## src/mesh_bridge_params.svh

```systemverilog
`ifndef MESH_BRIDGE_PARAMS_SVH
`define MESH_BRIDGE_PARAMS_SVH

// processor side widths
`define MB_PADDR_W    32
`define MB_DATA_W     32

// mesh network widths
`define MB_EPA_W      16
`define MB_CORD_W     6
`define MB_REG_ID_W   5

// id width must cover MB_MAX_OUT outstanding transactions
`define MB_MAX_OUT    8
`define MB_ID_W       3

// command header queue
`define MB_FIFO_DEPTH 4

// inbound device windows
`define MB_CFG_BASE   32'h0020_0000
`define MB_CLINT_BASE 32'h0030_0000

`endif

```

## src/mesh_bridge_pkg.sv

```systemverilog
`include "mesh_bridge_params.svh"

package mesh_bridge_pkg;

  ////////////////////////////////////////////////////////////
  // processor memory messages
  ////////////////////////////////////////////////////////////
  typedef enum logic [1:0]
  {
    e_uc_rd = 2'b00,
    e_uc_wr = 2'b01
  } mem_msg_type_e;

  typedef enum logic [1:0]
  {
    e_size_1 = 2'b00,
    e_size_2 = 2'b01,
    e_size_4 = 2'b10
  } mem_msg_size_e;

  typedef struct packed
  {
    mem_msg_type_e           msg_type;
    mem_msg_size_e           size;
    logic [`MB_PADDR_W-1:0]  addr;
  } mem_header_t;

  typedef struct packed
  {
    mem_header_t             header;
    logic [`MB_DATA_W-1:0]   data;
  } mem_msg_t;

  // address layout for accesses leaving through the mesh
  typedef struct packed
  {
    logic                    remote;
    logic                    pad;
    logic [`MB_CORD_W-1:0]   y;
    logic [`MB_CORD_W-1:0]   x;
    logic [`MB_EPA_W-1:0]    epa;
    logic [1:0]              low_bits;
  } mc_eva_t;

  ////////////////////////////////////////////////////////////
  // mesh network packets
  ////////////////////////////////////////////////////////////
  typedef enum logic
  {
    e_remote_load  = 1'b0,
    e_remote_store = 1'b1
  } net_op_e;

  typedef struct packed
  {
    net_op_e                 op;
    logic [`MB_REG_ID_W-1:0] reg_id;
    logic [3:0]              mask;
    logic [`MB_DATA_W-1:0]   payload;
    logic [`MB_EPA_W-1:0]    epa;
    logic [`MB_CORD_W-1:0]   src_x;
    logic [`MB_CORD_W-1:0]   src_y;
    logic [`MB_CORD_W-1:0]   dst_x;
    logic [`MB_CORD_W-1:0]   dst_y;
  } net_req_t;

  typedef struct packed
  {
    logic [`MB_REG_ID_W-1:0] reg_id;
    logic                    is_load;
    logic [`MB_DATA_W-1:0]   data;
  } net_ret_t;

  // dev 1 selects the timer block and anything else the config block
  typedef struct packed
  {
    logic                    we;
    logic [3:0]              dev;
    logic [11:0]             addr;
    logic [`MB_DATA_W-1:0]   data;
  } net_in_t;

endpackage

```

## src/cmd_header_fifo.sv

```systemverilog
`timescale 1ns/1ps
`include "mesh_bridge_params.svh"

module cmd_header_fifo
  (
    input  logic                      clk_i,
    input  logic                      arst_n_i,
    input  mesh_bridge_pkg::mem_msg_t data_i,
    input  logic                      v_i,
    output logic                      ready_o,
    output mesh_bridge_pkg::mem_msg_t data_o,
    output logic                      v_o,
    input  logic                      yumi_i
  );

  import mesh_bridge_pkg::*;

  localparam int PTR_W = $clog2(`MB_FIFO_DEPTH);
  localparam int CNT_W = $clog2(`MB_FIFO_DEPTH + 1);

  mem_msg_t         mem_q [`MB_FIFO_DEPTH];
  logic [PTR_W-1:0] wr_ptr_q;
  logic [PTR_W-1:0] rd_ptr_q;
  logic [CNT_W-1:0] count_q;
  logic             push;
  logic             pop;

  assign ready_o = (count_q != CNT_W'(`MB_FIFO_DEPTH));
  assign v_o     = (count_q != '0);
  assign push    = v_i & ready_o;
  assign pop     = yumi_i & v_o;
  assign data_o  = mem_q[rd_ptr_q];

  // depth is a power of two so pointers wrap on their own
  always_ff @(posedge clk_i or negedge arst_n_i)
  begin
    if (!arst_n_i)
    begin
      wr_ptr_q <= '0;
      rd_ptr_q <= '0;
      count_q  <= '0;
    end
    else
    begin
      if (push)
        wr_ptr_q <= wr_ptr_q + 1'b1;
      if (pop)
        rd_ptr_q <= rd_ptr_q + 1'b1;
      case ({push, pop})
        2'b10:   count_q <= count_q + 1'b1;
        2'b01:   count_q <= count_q - 1'b1;
        default: count_q <= count_q;
      endcase
    end
  end

  always_ff @(posedge clk_i)
  begin
    if (push)
      mem_q[wr_ptr_q] <= data_i;
  end

endmodule

```

## src/outbound_packet_builder.sv

```systemverilog
`timescale 1ns/1ps
`include "mesh_bridge_params.svh"

module outbound_packet_builder
  (
    input  mesh_bridge_pkg::mem_header_t cmd_i,
    input  logic [`MB_DATA_W-1:0]        data_i,
    input  logic [`MB_ID_W-1:0]          id_i,
    input  logic [`MB_CORD_W-1:0]        my_x_i,
    input  logic [`MB_CORD_W-1:0]        my_y_i,
    output mesh_bridge_pkg::net_req_t    pkt_o
  );

  import mesh_bridge_pkg::*;

  mc_eva_t    eva;
  logic [3:0] store_mask;

  assign eva = mc_eva_t'(cmd_i.addr);

  ////////////////////////////////////////////////////////////
  // byte enables for partial stores
  ////////////////////////////////////////////////////////////
  always_comb
  begin
    case (cmd_i.size)
      e_size_1: store_mask = 4'b0001 << eva.low_bits;
      e_size_2: store_mask = 4'b0011 << eva.low_bits;
      default:  store_mask = 4'b1111;
    endcase
  end

  ////////////////////////////////////////////////////////////
  // routing and packet fields
  ////////////////////////////////////////////////////////////
  always_comb
  begin
    pkt_o        = '0;
    pkt_o.reg_id = {{(`MB_REG_ID_W - `MB_ID_W){1'b0}}, id_i};
    pkt_o.src_x  = my_x_i;
    pkt_o.src_y  = my_y_i;
    pkt_o.epa    = eva.epa;

    if (eva.remote)
    begin
      pkt_o.dst_x = eva.x;
      pkt_o.dst_y = eva.y;
    end
    else
    begin
      // host tile sits one row up in column zero
      pkt_o.dst_x = '0;
      pkt_o.dst_y = my_y_i - 1'b1;
    end

    if (cmd_i.msg_type == e_uc_wr)
    begin
      pkt_o.op      = e_remote_store;
      pkt_o.mask    = store_mask;
      pkt_o.payload = data_i;
    end
    else
    begin
      // load payload holds the size code above the part select
      pkt_o.op      = e_remote_load;
      pkt_o.mask    = 4'b0000;
      pkt_o.payload = {{(`MB_DATA_W - 4){1'b0}}, 2'(cmd_i.size), eva.low_bits};
    end
  end

endmodule

```

## src/return_reorder_buffer.sv

```systemverilog
`timescale 1ns/1ps
`include "mesh_bridge_params.svh"

module return_reorder_buffer
  (
    input  logic                         clk_i,
    input  logic                         arst_n_i,
    output logic                         alloc_v_o,
    output logic [`MB_ID_W-1:0]          alloc_id_o,
    input  logic                         alloc_yumi_i,
    input  mesh_bridge_pkg::mem_header_t alloc_hdr_i,
    input  mesh_bridge_pkg::net_ret_t    ret_i,
    input  logic                         ret_v_i,
    output mesh_bridge_pkg::mem_msg_t    resp_o,
    output logic                         resp_v_o,
    input  logic                         resp_yumi_i
  );

  import mesh_bridge_pkg::*;

  logic [`MB_MAX_OUT-1:0] valid_q;
  logic [`MB_MAX_OUT-1:0] done_q;
  mem_header_t            hdr_q  [`MB_MAX_OUT];
  logic [`MB_DATA_W-1:0]  data_q [`MB_MAX_OUT];
  logic [`MB_ID_W-1:0]    alloc_ptr_q;
  logic [`MB_ID_W-1:0]    rel_ptr_q;
  logic [`MB_ID_W-1:0]    ret_id;
  logic                   alloc_fire;
  logic                   resp_fire;

  // next slot is free only once its previous owner was released
  assign alloc_v_o  = ~valid_q[alloc_ptr_q];
  assign alloc_id_o = alloc_ptr_q;
  assign alloc_fire = alloc_yumi_i & alloc_v_o;

  assign ret_id    = ret_i.reg_id[`MB_ID_W-1:0];
  assign resp_v_o  = valid_q[rel_ptr_q] & done_q[rel_ptr_q];
  assign resp_fire = resp_yumi_i & resp_v_o;
  assign resp_o    = '{header: hdr_q[rel_ptr_q], data: data_q[rel_ptr_q]};

  ////////////////////////////////////////////////////////////
  // entry flags and ring pointers
  ////////////////////////////////////////////////////////////
  always_ff @(posedge clk_i or negedge arst_n_i)
  begin
    if (!arst_n_i)
    begin
      valid_q     <= '0;
      done_q      <= '0;
      alloc_ptr_q <= '0;
      rel_ptr_q   <= '0;
    end
    else
    begin
      if (alloc_fire)
      begin
        valid_q[alloc_ptr_q] <= 1'b1;
        done_q[alloc_ptr_q]  <= 1'b0;
        alloc_ptr_q          <= alloc_ptr_q + 1'b1;
      end
      // returns only land on ids already in flight and never on the one being allocated
      if (ret_v_i)
        done_q[ret_id] <= 1'b1;
      if (resp_fire)
      begin
        valid_q[rel_ptr_q] <= 1'b0;
        done_q[rel_ptr_q]  <= 1'b0;
        rel_ptr_q          <= rel_ptr_q + 1'b1;
      end
    end
  end

  // headers and return data
  always_ff @(posedge clk_i)
  begin
    if (alloc_fire)
      hdr_q[alloc_ptr_q] <= alloc_hdr_i;
    if (ret_v_i)
      data_q[ret_id] <= ret_i.is_load ? ret_i.data : '0;
  end

endmodule

```

## src/inbound_request_adapter.sv

```systemverilog
`timescale 1ns/1ps
`include "mesh_bridge_params.svh"

module inbound_request_adapter
  (
    input  mesh_bridge_pkg::net_in_t  net_in_i,
    input  logic                      net_in_v_i,
    output logic                      net_in_yumi_o,
    output mesh_bridge_pkg::mem_msg_t io_cmd_o,
    output logic                      io_cmd_v_o,
    input  logic                      io_cmd_yumi_i,
    input  mesh_bridge_pkg::mem_msg_t io_resp_i,
    input  logic                      io_resp_v_i,
    output logic [`MB_DATA_W-1:0]     returning_data_o,
    output logic                      returning_v_o
  );

  import mesh_bridge_pkg::*;

  logic [`MB_PADDR_W-1:0] in_offset;

  assign in_offset = {{(`MB_PADDR_W - 12){1'b0}}, net_in_i.addr};

  // network request to processor command
  always_comb
  begin
    io_cmd_o.header.msg_type = net_in_i.we ? e_uc_wr : e_uc_rd;
    io_cmd_o.header.size     = e_size_4;
    if (net_in_i.dev == 4'd1)
      io_cmd_o.header.addr = `MB_CLINT_BASE + in_offset;
    else
      io_cmd_o.header.addr = `MB_CFG_BASE + in_offset;
    io_cmd_o.data = net_in_i.data;
  end

  assign io_cmd_v_o    = net_in_v_i;
  assign net_in_yumi_o = io_cmd_yumi_i;

  // reply trimmed to the requested size
  always_comb
  begin
    case (io_resp_i.header.size)
      e_size_1: returning_data_o = {{(`MB_DATA_W - 8){1'b0}}, io_resp_i.data[7:0]};
      e_size_2: returning_data_o = {{(`MB_DATA_W - 16){1'b0}}, io_resp_i.data[15:0]};
      default:  returning_data_o = io_resp_i.data;
    endcase
  end

  assign returning_v_o = io_resp_v_i;

endmodule

```

## src/mesh_bridge_top.sv

```systemverilog
`timescale 1ns/1ps
`include "mesh_bridge_params.svh"

module mesh_bridge_top
  (
    input  logic                      clk_i,
    input  logic                      arst_n_i,
    input  logic [`MB_CORD_W-1:0]     my_x_i,
    input  logic [`MB_CORD_W-1:0]     my_y_i,
    // processor uncached port
    input  mesh_bridge_pkg::mem_msg_t io_cmd_i,
    input  logic                      io_cmd_v_i,
    output logic                      io_cmd_ready_o,
    output mesh_bridge_pkg::mem_msg_t io_resp_o,
    output logic                      io_resp_v_o,
    input  logic                      io_resp_yumi_i,
    // commands into the processor
    output mesh_bridge_pkg::mem_msg_t io_cmd_o,
    output logic                      io_cmd_v_o,
    input  logic                      io_cmd_yumi_i,
    input  mesh_bridge_pkg::mem_msg_t io_resp_i,
    input  logic                      io_resp_v_i,
    // mesh side
    output mesh_bridge_pkg::net_req_t net_req_o,
    output logic                      net_req_v_o,
    input  logic                      net_req_ready_i,
    input  mesh_bridge_pkg::net_ret_t net_ret_i,
    input  logic                      net_ret_v_i,
    input  mesh_bridge_pkg::net_in_t  net_in_i,
    input  logic                      net_in_v_i,
    output logic                      net_in_yumi_o,
    output logic [`MB_DATA_W-1:0]     returning_data_o,
    output logic                      returning_v_o
  );

  import mesh_bridge_pkg::*;

  mem_msg_t            head;
  logic                head_v;
  logic                alloc_v;
  logic [`MB_ID_W-1:0] alloc_id;
  logic                send;

  ////////////////////////////////////////////////////////////
  // outbound commands
  ////////////////////////////////////////////////////////////
  cmd_header_fifo u_fifo
    (
      .clk_i    (clk_i),
      .arst_n_i (arst_n_i),
      .data_i   (io_cmd_i),
      .v_i      (io_cmd_v_i),
      .ready_o  (io_cmd_ready_o),
      .data_o   (head),
      .v_o      (head_v),
      .yumi_i   (send)
    );

  // a command leaves only with a free id and a ready network
  assign send        = head_v & alloc_v & net_req_ready_i;
  assign net_req_v_o = send;

  outbound_packet_builder u_builder
    (
      .cmd_i  (head.header),
      .data_i (head.data),
      .id_i   (alloc_id),
      .my_x_i (my_x_i),
      .my_y_i (my_y_i),
      .pkt_o  (net_req_o)
    );

  return_reorder_buffer u_rob
    (
      .clk_i        (clk_i),
      .arst_n_i     (arst_n_i),
      .alloc_v_o    (alloc_v),
      .alloc_id_o   (alloc_id),
      .alloc_yumi_i (send),
      .alloc_hdr_i  (head.header),
      .ret_i        (net_ret_i),
      .ret_v_i      (net_ret_v_i),
      .resp_o       (io_resp_o),
      .resp_v_o     (io_resp_v_o),
      .resp_yumi_i  (io_resp_yumi_i)
    );

  ////////////////////////////////////////////////////////////
  // inbound requests
  ////////////////////////////////////////////////////////////
  inbound_request_adapter u_inbound
    (
      .net_in_i         (net_in_i),
      .net_in_v_i       (net_in_v_i),
      .net_in_yumi_o    (net_in_yumi_o),
      .io_cmd_o         (io_cmd_o),
      .io_cmd_v_o       (io_cmd_v_o),
      .io_cmd_yumi_i    (io_cmd_yumi_i),
      .io_resp_i        (io_resp_i),
      .io_resp_v_i      (io_resp_v_i),
      .returning_data_o (returning_data_o),
      .returning_v_o    (returning_v_o)
    );

endmodule

```

## config.mk

```make
export PLATFORM = sky130hd
export DESIGN_NAME = mesh_bridge_top
export DESIGN_NICKNAME = d
export VERILOG_FILES = /design/src/mesh_bridge_pkg.sv /design/src/cmd_header_fifo.sv /design/src/outbound_packet_builder.sv /design/src/return_reorder_buffer.sv /design/src/inbound_request_adapter.sv /design/src/mesh_bridge_top.sv
export VERILOG_INCLUDE_DIRS = /design/src /design/src/src
export SDC_FILE = /design/constraint.sdc
export NUM_CORES = 1
export LEC_CHECK = 0
export BUFFER_PORTS_ARGS = -buffer_cell sky130_fd_sc_hd__buf_2
export CAP_MARGIN = 40
export CORE_UTILIZATION = 35
export DETAILED_ROUTE_END_ITERATION = 12
export SYNTH_ARGS = -nofsm -noshare
export SYNTH_HDL_FRONTEND = slang
export SYNTH_SLANG_ARGS = --single-unit
```

## constraint.sdc

```tcl
create_clock -name clk_i -period 16.6 [get_ports clk_i]
set_input_delay 3.32 -clock clk_i [delete_from_list [all_inputs] [get_ports clk_i]]
set_output_delay 3.32 -clock clk_i [all_outputs]
set_load 0.02 [all_outputs]
```

# Word-level counts from Yosys, hierarchy flattened
# Memory sizes are Yosys's and may differ from the RTL's.
# Index checks and enable logic that the tools add are counted.
# W data, S select, Z words.
# word_totals
n_memories	3
output_inout_bits	256
register_bits	29
mem_bits_rw	816
wordCells	88
# mem_list
memory	words	width	rd	rd_clocked_by_memory_dff	write_ports	line	source
u_rob.hdr_q	8	36	1	0	1	return_reorder_buffer.sv:23	mem_header_t hdr_q [`MB_MAX_OUT];
u_fifo.mem_q	4	68	1	0	1	cmd_header_fifo.sv:21	mem_msg_t mem_q [`MB_FIFO_DEPTH];
u_rob.data_q	8	32	1	0	1	return_reorder_buffer.sv:24	logic [`MB_DATA_W-1:0] data_q [`MB_MAX_OUT];
# op_classes
addsub	9
n_eq_ne	7
n_lt_le_gt_ge	6
mux	32
reduce_logical	7
shifts	2
bitwise	15
# op_table
op	n
$mux W32	2
$pmux W32 S2	1
$add A22 B12 Y23 const A	2
$mux W8	5
$mux W36	1
$and A8 B8 Y8	3
$not A8 Y8	2
$or A8 B8 Y8	2
$mux W1	14
$lt A3 B4 Y1 const B	3
$mux W12	1
$add A3 B1 Y3 const B	3
$bmux W1 S3	3
$demux W1 S3	3
$ge A3 B1 Y1 const B	3
$eq A2 B1 Y1 const B	4
$pmux W4 S2	1
$and A1 B1 Y1	7
$pmux W3 S2	1
$sub A6 B1 Y6 const B	1
$add A2 B1 Y2 const B	2
$eq A4 B1 Y1 const B	1
$logic_not A2 Y1	2
$shl A1 B2 Y4 const A	1
8 further kinds	10

# Logic depth before layout (Yosys ltp)
# Gate-level depths: netlist of run 1.
# depth
depth_word	11
depth_mapped	10
mapped_depth_nobuf	10

# Hierarchy
# A second synthesis of run 1 with hierarchy kept.
# unflattened
cells_unflattened	1854
hier_area_um2	33752.4
# modules_own_cells
module	cells_per_inst	area_per_inst_um2	instances
return_reorder_buffer	1241	21983.6	1
cmd_header_fifo	393	10206.0	1
inbound_request_adapter	108	793.3	1
outbound_packet_builder	111	763.2	1
mesh_bridge_top	1	6.3	1

# Worst setup path before layout of run 1
# Ideal clock, no wire load.
# synth_timing
path_type	input -> register
startpoint	input port net_req_ready_i
endpoint	register u_rob.done_q[5]
stages	4
slack_ns	8.520
setup_time_ns	0.146
path_buffers	0
t_arrival_ns	7.935
path_cell_list	o31ai_2 > nor4b_1 > o22a_1 > a31oi_1
# synth_via
elab_chain_cells	7
# synth_rtl
item	line	source
start, declared	mesh_bridge_top.sv:26	input logic net_req_ready_i,
$and A1 B1 Y1 *	mesh_bridge_top.sv:60	assign send = head_v & alloc_v & net_req_ready_i;
$and A1 B1 Y1 *	return_reorder_buffer.sv:34	assign alloc_fire = alloc_yumi_i & alloc_v_o;
$mux W8 *	return_reorder_buffer.sv:55	if (alloc_fire)
$or A8 B8 Y8 (no source line)	-	
$mux W8 *	return_reorder_buffer.sv:62	if (ret_v_i)
$and A8 B8 Y8 (no source line)	-	
$mux W8 *	return_reorder_buffer.sv:64	if (resp_fire)
end signal, assigned by index	return_reorder_buffer.sv:58	done_q[alloc_ptr_q] <= 1'b0;
end signal, assigned by index	return_reorder_buffer.sv:63	done_q[ret_id] <= 1'b1;
end signal, assigned by index	return_reorder_buffer.sv:67	done_q[rel_ptr_q] <= 1'b0;
end, declared	return_reorder_buffer.sv:22	logic [`MB_MAX_OUT-1:0] done_q;
# Every way passes the cells marked *; elsewhere a longest branch is shown, timed or not.
# A chain may end at the register's enable or synchronous reset.

==> results of run 1 <==
## cell type report
cell class / count / area, sq um / area share
Clock inverter: 54 / 678 / 0.0173
Tap cell: 1265 / 1580 / 0.0404
Inverter: 21 / 78.8 / 0.00201
Clock buffer: 108 / 2310 / 0.0589
Timing Repair Buffer: 351 / 1980 / 0.0507
Antenna cell: 4 / 10.0 / 0.000256
Sequential cell: 845 / 25200 / 0.645
Multi-Input combinational cell: 542 / 7280 / 0.186
## worst max-delay path by stage
stage	depth (start not counted)	to	from	slack [ps]
after global placement	6	net_req_o[5]	my_y_i[2]	8770
after detailed placement	6	net_req_o[5]	my_y_i[2]	8800
after global routing	7	net_req_o[4]	my_y_i[0]	8680
final	6	net_req_o[5]	my_y_i[2]	8790
after floorplan	4	u_rob.done_q[5]	net_req_ready_i	8520
after CTS	6	net_req_o[5]	my_y_i[2]	8800
## placed cells by master, fill, tap and decap left out, types with 5 or more instances in the layout
cell type   instances
buf_4              28
nor2b_1            36
xnor2_1             5
mux2_2             75
clkbuf_1           18
edfxtp_1          816
dfrtp_4             5
a31oi_1             6
ha_1                8
o21ai_0            10
nor2_1             14
buf_2             315
and2_1             55
clkinvlp_4          5
dfrtp_1            24
conb_1             24
xor2_1              9
mux2i_1             9
nor2_4              7
mux4_2            208
a21oi_1            12
bufinv_16          12
clkinv_1           13
inv_1              16
nand2_1            12
clkinv_2           17
clkbuf_16          89
nand2b_1            6
buf_16              5
## power breakdown
group	internal, uW	switching (uW)
Clock	1190	830
Combinational	931	1330
Sequential	2760	152
## worst max-delay path, stage by stage
cell     delay, ps
buf_2          130
or3_1          400
nor3_1         230
xnor2_1        100
o21ai_0        130
buf_2          190
## flip-flops by register name, indices dropped and copies added (netlist names)
register / count
u_rob.data_q: 256
u_fifo.mem_q: 272
u_rob.done_q: 8
u_fifo.rd_ptr_q: 2
u_rob.alloc_id_o: 3
u_rob.hdr_q: 288
u_rob.rel_ptr_q: 3
u_fifo.wr_ptr_q: 2
u_fifo.count_q: 3
u_rob.valid_q: 8
## routing by layer
metal	global-route usage	vias to the layer above	wire length, um
met5	0.00346	-	225
met4	0.0394	32	1350
met3	0.0580	134	6680
met2	0.246	529	35500
met1	0.188	8153	29800
li1	-	6787	-
## metrics by stage
step	utilization	power, uW	hold slack [ps]	std cells
floorplan	-	4550	501	1585
global placement	0.379	5180	517	3016
detailed placement	0.381	5270	537	3024
CTS	0.412	7310	544	3186
global route	0.412	7530	580	3187
finish	0.412	7190	547	3190
## logic make-up after synthesis
logic type | count (synthesis) | synth area share
and+or+nand+nor | 162 | 0.0286
xor gates and xnor gates | 14 | 0.00365
muxes | 293 | 0.168
AOI/OAI and AO/OA | 40 | 0.00761
buffers and inverters | 198 | 0.0366
DFF | 845 | 0.752
adders and majority gates | 9 | 0.00358
other | 2 | 0.000224
==> results.py, run 1 <==
metrics = {
    "outcome": {
        "outcome": "complete, no violations",
    },
    "setup_path": {
        "start_kind": "primary input",
        "worstSetupPathType": "in -> out",
        "reg2reg_slack_ps": 13580,
        "critical_path_required_ps": 13280,
        "worstSetupEndpointType": "primary output",
        "cp_max_fo": 4,
        "reg2reg_from": "u_rob.alloc_id_o[0]",
        "r2r_end": "u_fifo.count_q[2]",
        "worst_r2r_path_depth": 9,
        "arrival_ps": 4490,
    },
    "finish": {
        "nets": 2103,
        "fillCellCount": 8401,
        "area_delta_synth_final_pct": 16.7,
        "stdcell_area_sq_um": 39200,
        "drive_gt1_frac": 0.415,
    },
    "routing": {
        "ant_nets": 0,
        "remaining_drc_errors": 0,
        "dr.pass1.iters": 5,
        "vias": 15635,
        "viasPerCell": 4.90,
        "wire_per_inst_um": 23.0,
        "drt_iter0_markers": 1289,
        "drt_wl_total_um": 73500,
    },
    "yosys": {
        "seq_area_frac_synth": 0.752,
        "yosysMostFrequentCell": "edfxtp_1",
        "syn_area_sq_um": 33600,
        "yosysWarnings": 0,
        "synth_cells": 1563,
        "synth_top_area_frac": 0.730,
        "synth.distinct_cells": 46,
        "synth_edf_count": 816,
        "syn_area_per_cell_sq_um": 21.5,
        "ys_ff_latch": 845,
        "synthTopCellsByCount": "816 x edfxtp_1, 208 x mux4_2, 121 x buf_4, 75 x mux2_2, 55 x and2_1",
        "synthArstFlopShare": 0.0343,
        "yosys.area.top_type": "edfxtp_1",
        "ys.flop_type": "edfxtp_1",
        "synth_area_leaders": "edfxtp_1 73%, mux4_2 14%, buf_4 2.7%, mux2_2 2.5%, dfrtp_1 2.2%",
    },
    "cts": {
        "cts.sinks": 845,
        "clock_latency_ps": 670,
        "h-tree-depth": 3,
        "post_cts_buffers": 0,
        "cts_hold_buffers": 0,
        "cts.clk_slew.worst_paths_ps": 60,
        "cts_tree": "yes",
        "root_buffer": "clkbuf_16",
        "cts_buffer_depth": 3,
        "cts_resized": 0,
        "cts_buffers": 89,
    },
    "sta": {
        "fin_crit_sh": 0.470,
        "fin_ws_ps": 8790,
        "setup-tns-final_ps": 0,
        "clock_skew_ps": 40.9,
        "slew_violations": 0,
        "setup_violations": 0,
        "final.min_clock_period_ps": 7810,
        "tightest_slew_ps": 954,
        "rsz0062_at_grt": "no",
        "slew_headroom": 0.360,
        "hold_violations": 0,
        "fmax_ghz": 0.128,
    },
    "global_route": {
        "grt_overflow": 0,
        "grt_max_degree": 57,
        "grtUsageTotal": 0.151,
        "grt_pass1_vias": 16903,
        "antenna_found_initial": 20,
        "grt_pass1_wl_um": 109000,
    },
    "floorplan": {
        "start_util": 0.353,
        "die_h_um": 312,
        "ioPinCount": 500,
        "num_rows": 113,
        "coreArea_sq_um": 95000,
        "die-area_sq_um": 97100,
        "die_w_um": 312,
    },
    "place": {
        "io_buffers": 315,
        "pre_cts_ws_ps": 8800,
        "placedInstanceArea_sq_um": 36200,
        "place_hpwl_um": 43400,
        "place.gp.congestion": 0.728,
    },
    "job": {
        "maxCapViolCount": 0,
    },
    "worst_hold_path": {
        "hold_depth": 1,
        "min-delay-path-class": "reg -> reg",
        "hp-start": "u_fifo.count_q[2]",
        "hold-path-endpoint": "u_fifo.count_q[2]",
    },
    "pwr": {
        "max-vdd-ir-drop_v": 0.000139,
        "p_leak_uw": 0.0128,
        "powerDensity_nw_per_um2": 183,
    },
}
No activity file was read; power rests on OpenSTA's default activity.
==> run 2, diff against run 1 <==
- ABC_AREA: not set -> 1
- clock period: 16.6 -> 8.1 ns (I/O delays scaled with it)
==> results.py, run 2 <==
metrics = {
    "floorplan": {
        "die_w_um": 315,
        "ioPinCount": 500,
        "die-area_sq_um": 99000,
        "die_h_um": 315,
        "start_util": 0.354,
        "coreArea_sq_um": 96700,
        "num_rows": 114,
    },
    "worst_hold_path": {
        "min-delay-path-class": "reg -> reg",
        "hold_depth": 1,
    },
    "routing": {
        "vias": 20545,
        "wire_per_inst_um": 19.9,
        "drt_iter0_markers": 1683,
        "dr.pass1.iters": 5,
        "remaining_drc_errors": 0,
        "ant_nets": 0,
        "viasPerCell": 4.88,
        "drt_wl_total_um": 83600,
    },
    "place": {
        "place.gp.congestion": 0.747,
        "io_buffers": 315,
        "place_hpwl_um": 46100,
    },
    "yosys": {
        "synthTopCellsByCount": "816 x edfxtp_1, 440 x nor2_1, 406 x o21ai_0, 198 x nand2_1, 142 x o21a_1",
        "seq_area_frac_synth": 0.738,
        "synthArstFlopShare": 0.0343,
        "synth_edf_count": 816,
        "synth_top_area_frac": 0.716,
        "yosysWarnings": 0,
        "ys_ff_latch": 845,
        "yosys.area.top_type": "edfxtp_1",
        "syn_area_sq_um": 34200,
        "syn_area_per_cell_sq_um": 13.0,
        "synth_cells": 2630,
        "synth.distinct_cells": 31,
        "ys.flop_type": "edfxtp_1",
        "yosysMostFrequentCell": "edfxtp_1",
        "synth_area_leaders": "edfxtp_1 72%, o21ai_0 5.9%, nor2_1 4.8%, o21a_1 3.1%, buf_4 2.6%",
    },
    "sta": {
        "hold_violations": 0,
        "final.min_clock_period_ps": 5510,
        "slew_headroom": 0.381,
        "slew_violations": 0,
        "tightest_slew_ps": 929,
        "rsz0062_at_grt": "no",
        "setup-tns-final_ps": 0,
        "fmax_ghz": 0.181,
        "hold_ws_ps": 480,
        "clock_skew_ps": 42.6,
        "fin_crit_sh": 0.681,
        "setup_violations": 0,
    },
    "pwr": {
        "powerDensity_nw_per_um2": 387,
        "p_leak_uw": 0.0138,
        "combinationalPowerShare": 0.348,
        "p_clk_frac": 0.264,
        "sw_frac_of_total": 0.382,
        "p_switching_uw": 5840,
        "max-vdd-ir-drop_v": 0.000290,
        "p_int_uw": 9460,
        "finalPower_uw": 15300,
        "pwr-share-seq": 0.388,
    },
    "setup_path": {
        "cp_max_fo": 72,
        "critical_path_required_ps": 6480,
        "arrival_ps": 3890,
        "worst_r2r_path_depth": 4,
        "reg2reg_slack_ps": 4860,
        "worstSetupPathType": "reg -> out",
        "start_kind": "flip-flop",
        "worstSetupEndpointType": "primary output",
    },
    "finish": {
        "top_register": "u_rob.hdr_q",
        "nets": 3105,
        "final_cell_mix": "816 x edfxtp_1, 425 x nor2_1, 406 x o21ai_0",
        "drive_gt1_frac": 0.184,
        "largest_reg_flops": 288,
        "area_delta_synth_final_pct": 15.5,
        "reg_top3": "u_rob.hdr_q (288), u_fifo.mem_q (272), u_rob.data_q (256)",
        "layout_commonest_cell": "edfxtp_1",
    },
    "global_route": {
        "grtUsageTotal": 0.166,
        "grt_pass1_vias": 19847,
        "grt_max_degree": 107,
        "grt_pass1_wl_um": 124000,
        "antenna_found_initial": 17,
        "grt_overflow": 0,
    },
    "cts": {
        "cts_resized": 0,
        "root_buffer": "clkbuf_16",
        "cts_buffer_depth": 3,
        "clock_latency_ps": 680,
        "cts.clk_slew.worst_paths_ps": 60,
        "h-tree-depth": 3,
        "cts_tree": "yes",
        "cts.sinks": 845,
        "cts_hold_buffers": 0,
        "post_cts_buffers": 0,
        "cts_buffers": 91,
    },
    "job": {
        "maxCapViolCount": 0,
    },
    "outcome": {
        "outcome": "complete, no violations",
    },
}
-- run 2: worst max-delay path, stage by stage (launching register included) --
cell and delay, ps:
dfrtp_4 710, inv_4 610, buf_4 660, o21ai_0 160
o22ai_1 730, buf_2 300
-- run 2: cells by family after synthesis --
family / Yosys count / share of synthesized area
DFF: 845 / 0.738
AOI/OAI and AO/OA: 690 / 0.120
and+or+nand+nor: 676 / 0.0762
buffers and inverters: 395 / 0.0592
xor gates and xnor gates: 13 / 0.00333
adders and majority gates: 9 / 0.00351
other: 2 / 0.000220
-- run 2: worst paths after layout --
check / endpoint / start
worst min register to register: u_fifo.count_q[0] / u_fifo.count_q[0]
min in group asynchronous: u_fifo.wr_ptr_q[0] / arst_n_i
worst max-delay path: net_req_o[32] / u_fifo.rd_ptr_q[0]
worst max register to register: u_rob.hdr_q[6][10] / u_fifo.rd_ptr_q[0]
worst min-delay path: u_fifo.count_q[0] / u_fifo.count_q[0]
max in group asynchronous: u_rob.rel_ptr_q[0] / arst_n_i
-- run 2: cell type report --
class | count | area, sq um
repair buffers | 366 | 2060
clock buffers | 107 | 2340
clock inverters | 63 | 587
diodes | 3 | 7.51
flip-flops and latches | 845 | 25200
fillers | 8938 | 57200
well taps | 1276 | 1600
inverters | 136 | 520
multi-input cells | 1412 | 7160
-- run 2: per-stage QoR --
stage	setup WS [ps]	utilization	cell area [sq um]	instances
2_1_floorplan	2950	-	34300	2652
3_3_place_gp	3220	0.376	36400	4024
3_5_place_dp	3200	0.378	36600	4035
4_1_cts	2460	0.408	39500	4205
5_1_grt	2270	0.408	39500	4207
6_report	2590	0.409	39500	4208
-- run 2: power by group through the flow --
stage | Combinational, uW | Sequential (uW) | Clock (uW)
2_1_floorplan | 3570 | 5960 | 0
3_3_place_gp | 5220 | 6070 | 0
3_5_place_dp | 5440 | 6020 | 0
4_1_cts | 5450 | 5930 | 4140
5_1_grt | 5890 | 5980 | 4300
6_report | 5330 | 5930 | 4030
-- run 2: routing by layer --
metal | GRT usage | share of wire | vias to the layer above
met4 | 0.0449 | 0.022 | 30
met3 | 0.0562 | 0.081 | 158
met5 | 0 | 0.0023 | -
li1 | - | - | 9781
met1 | 0.207 | 0.42 | 10019
met2 | 0.275 | 0.48 | 557
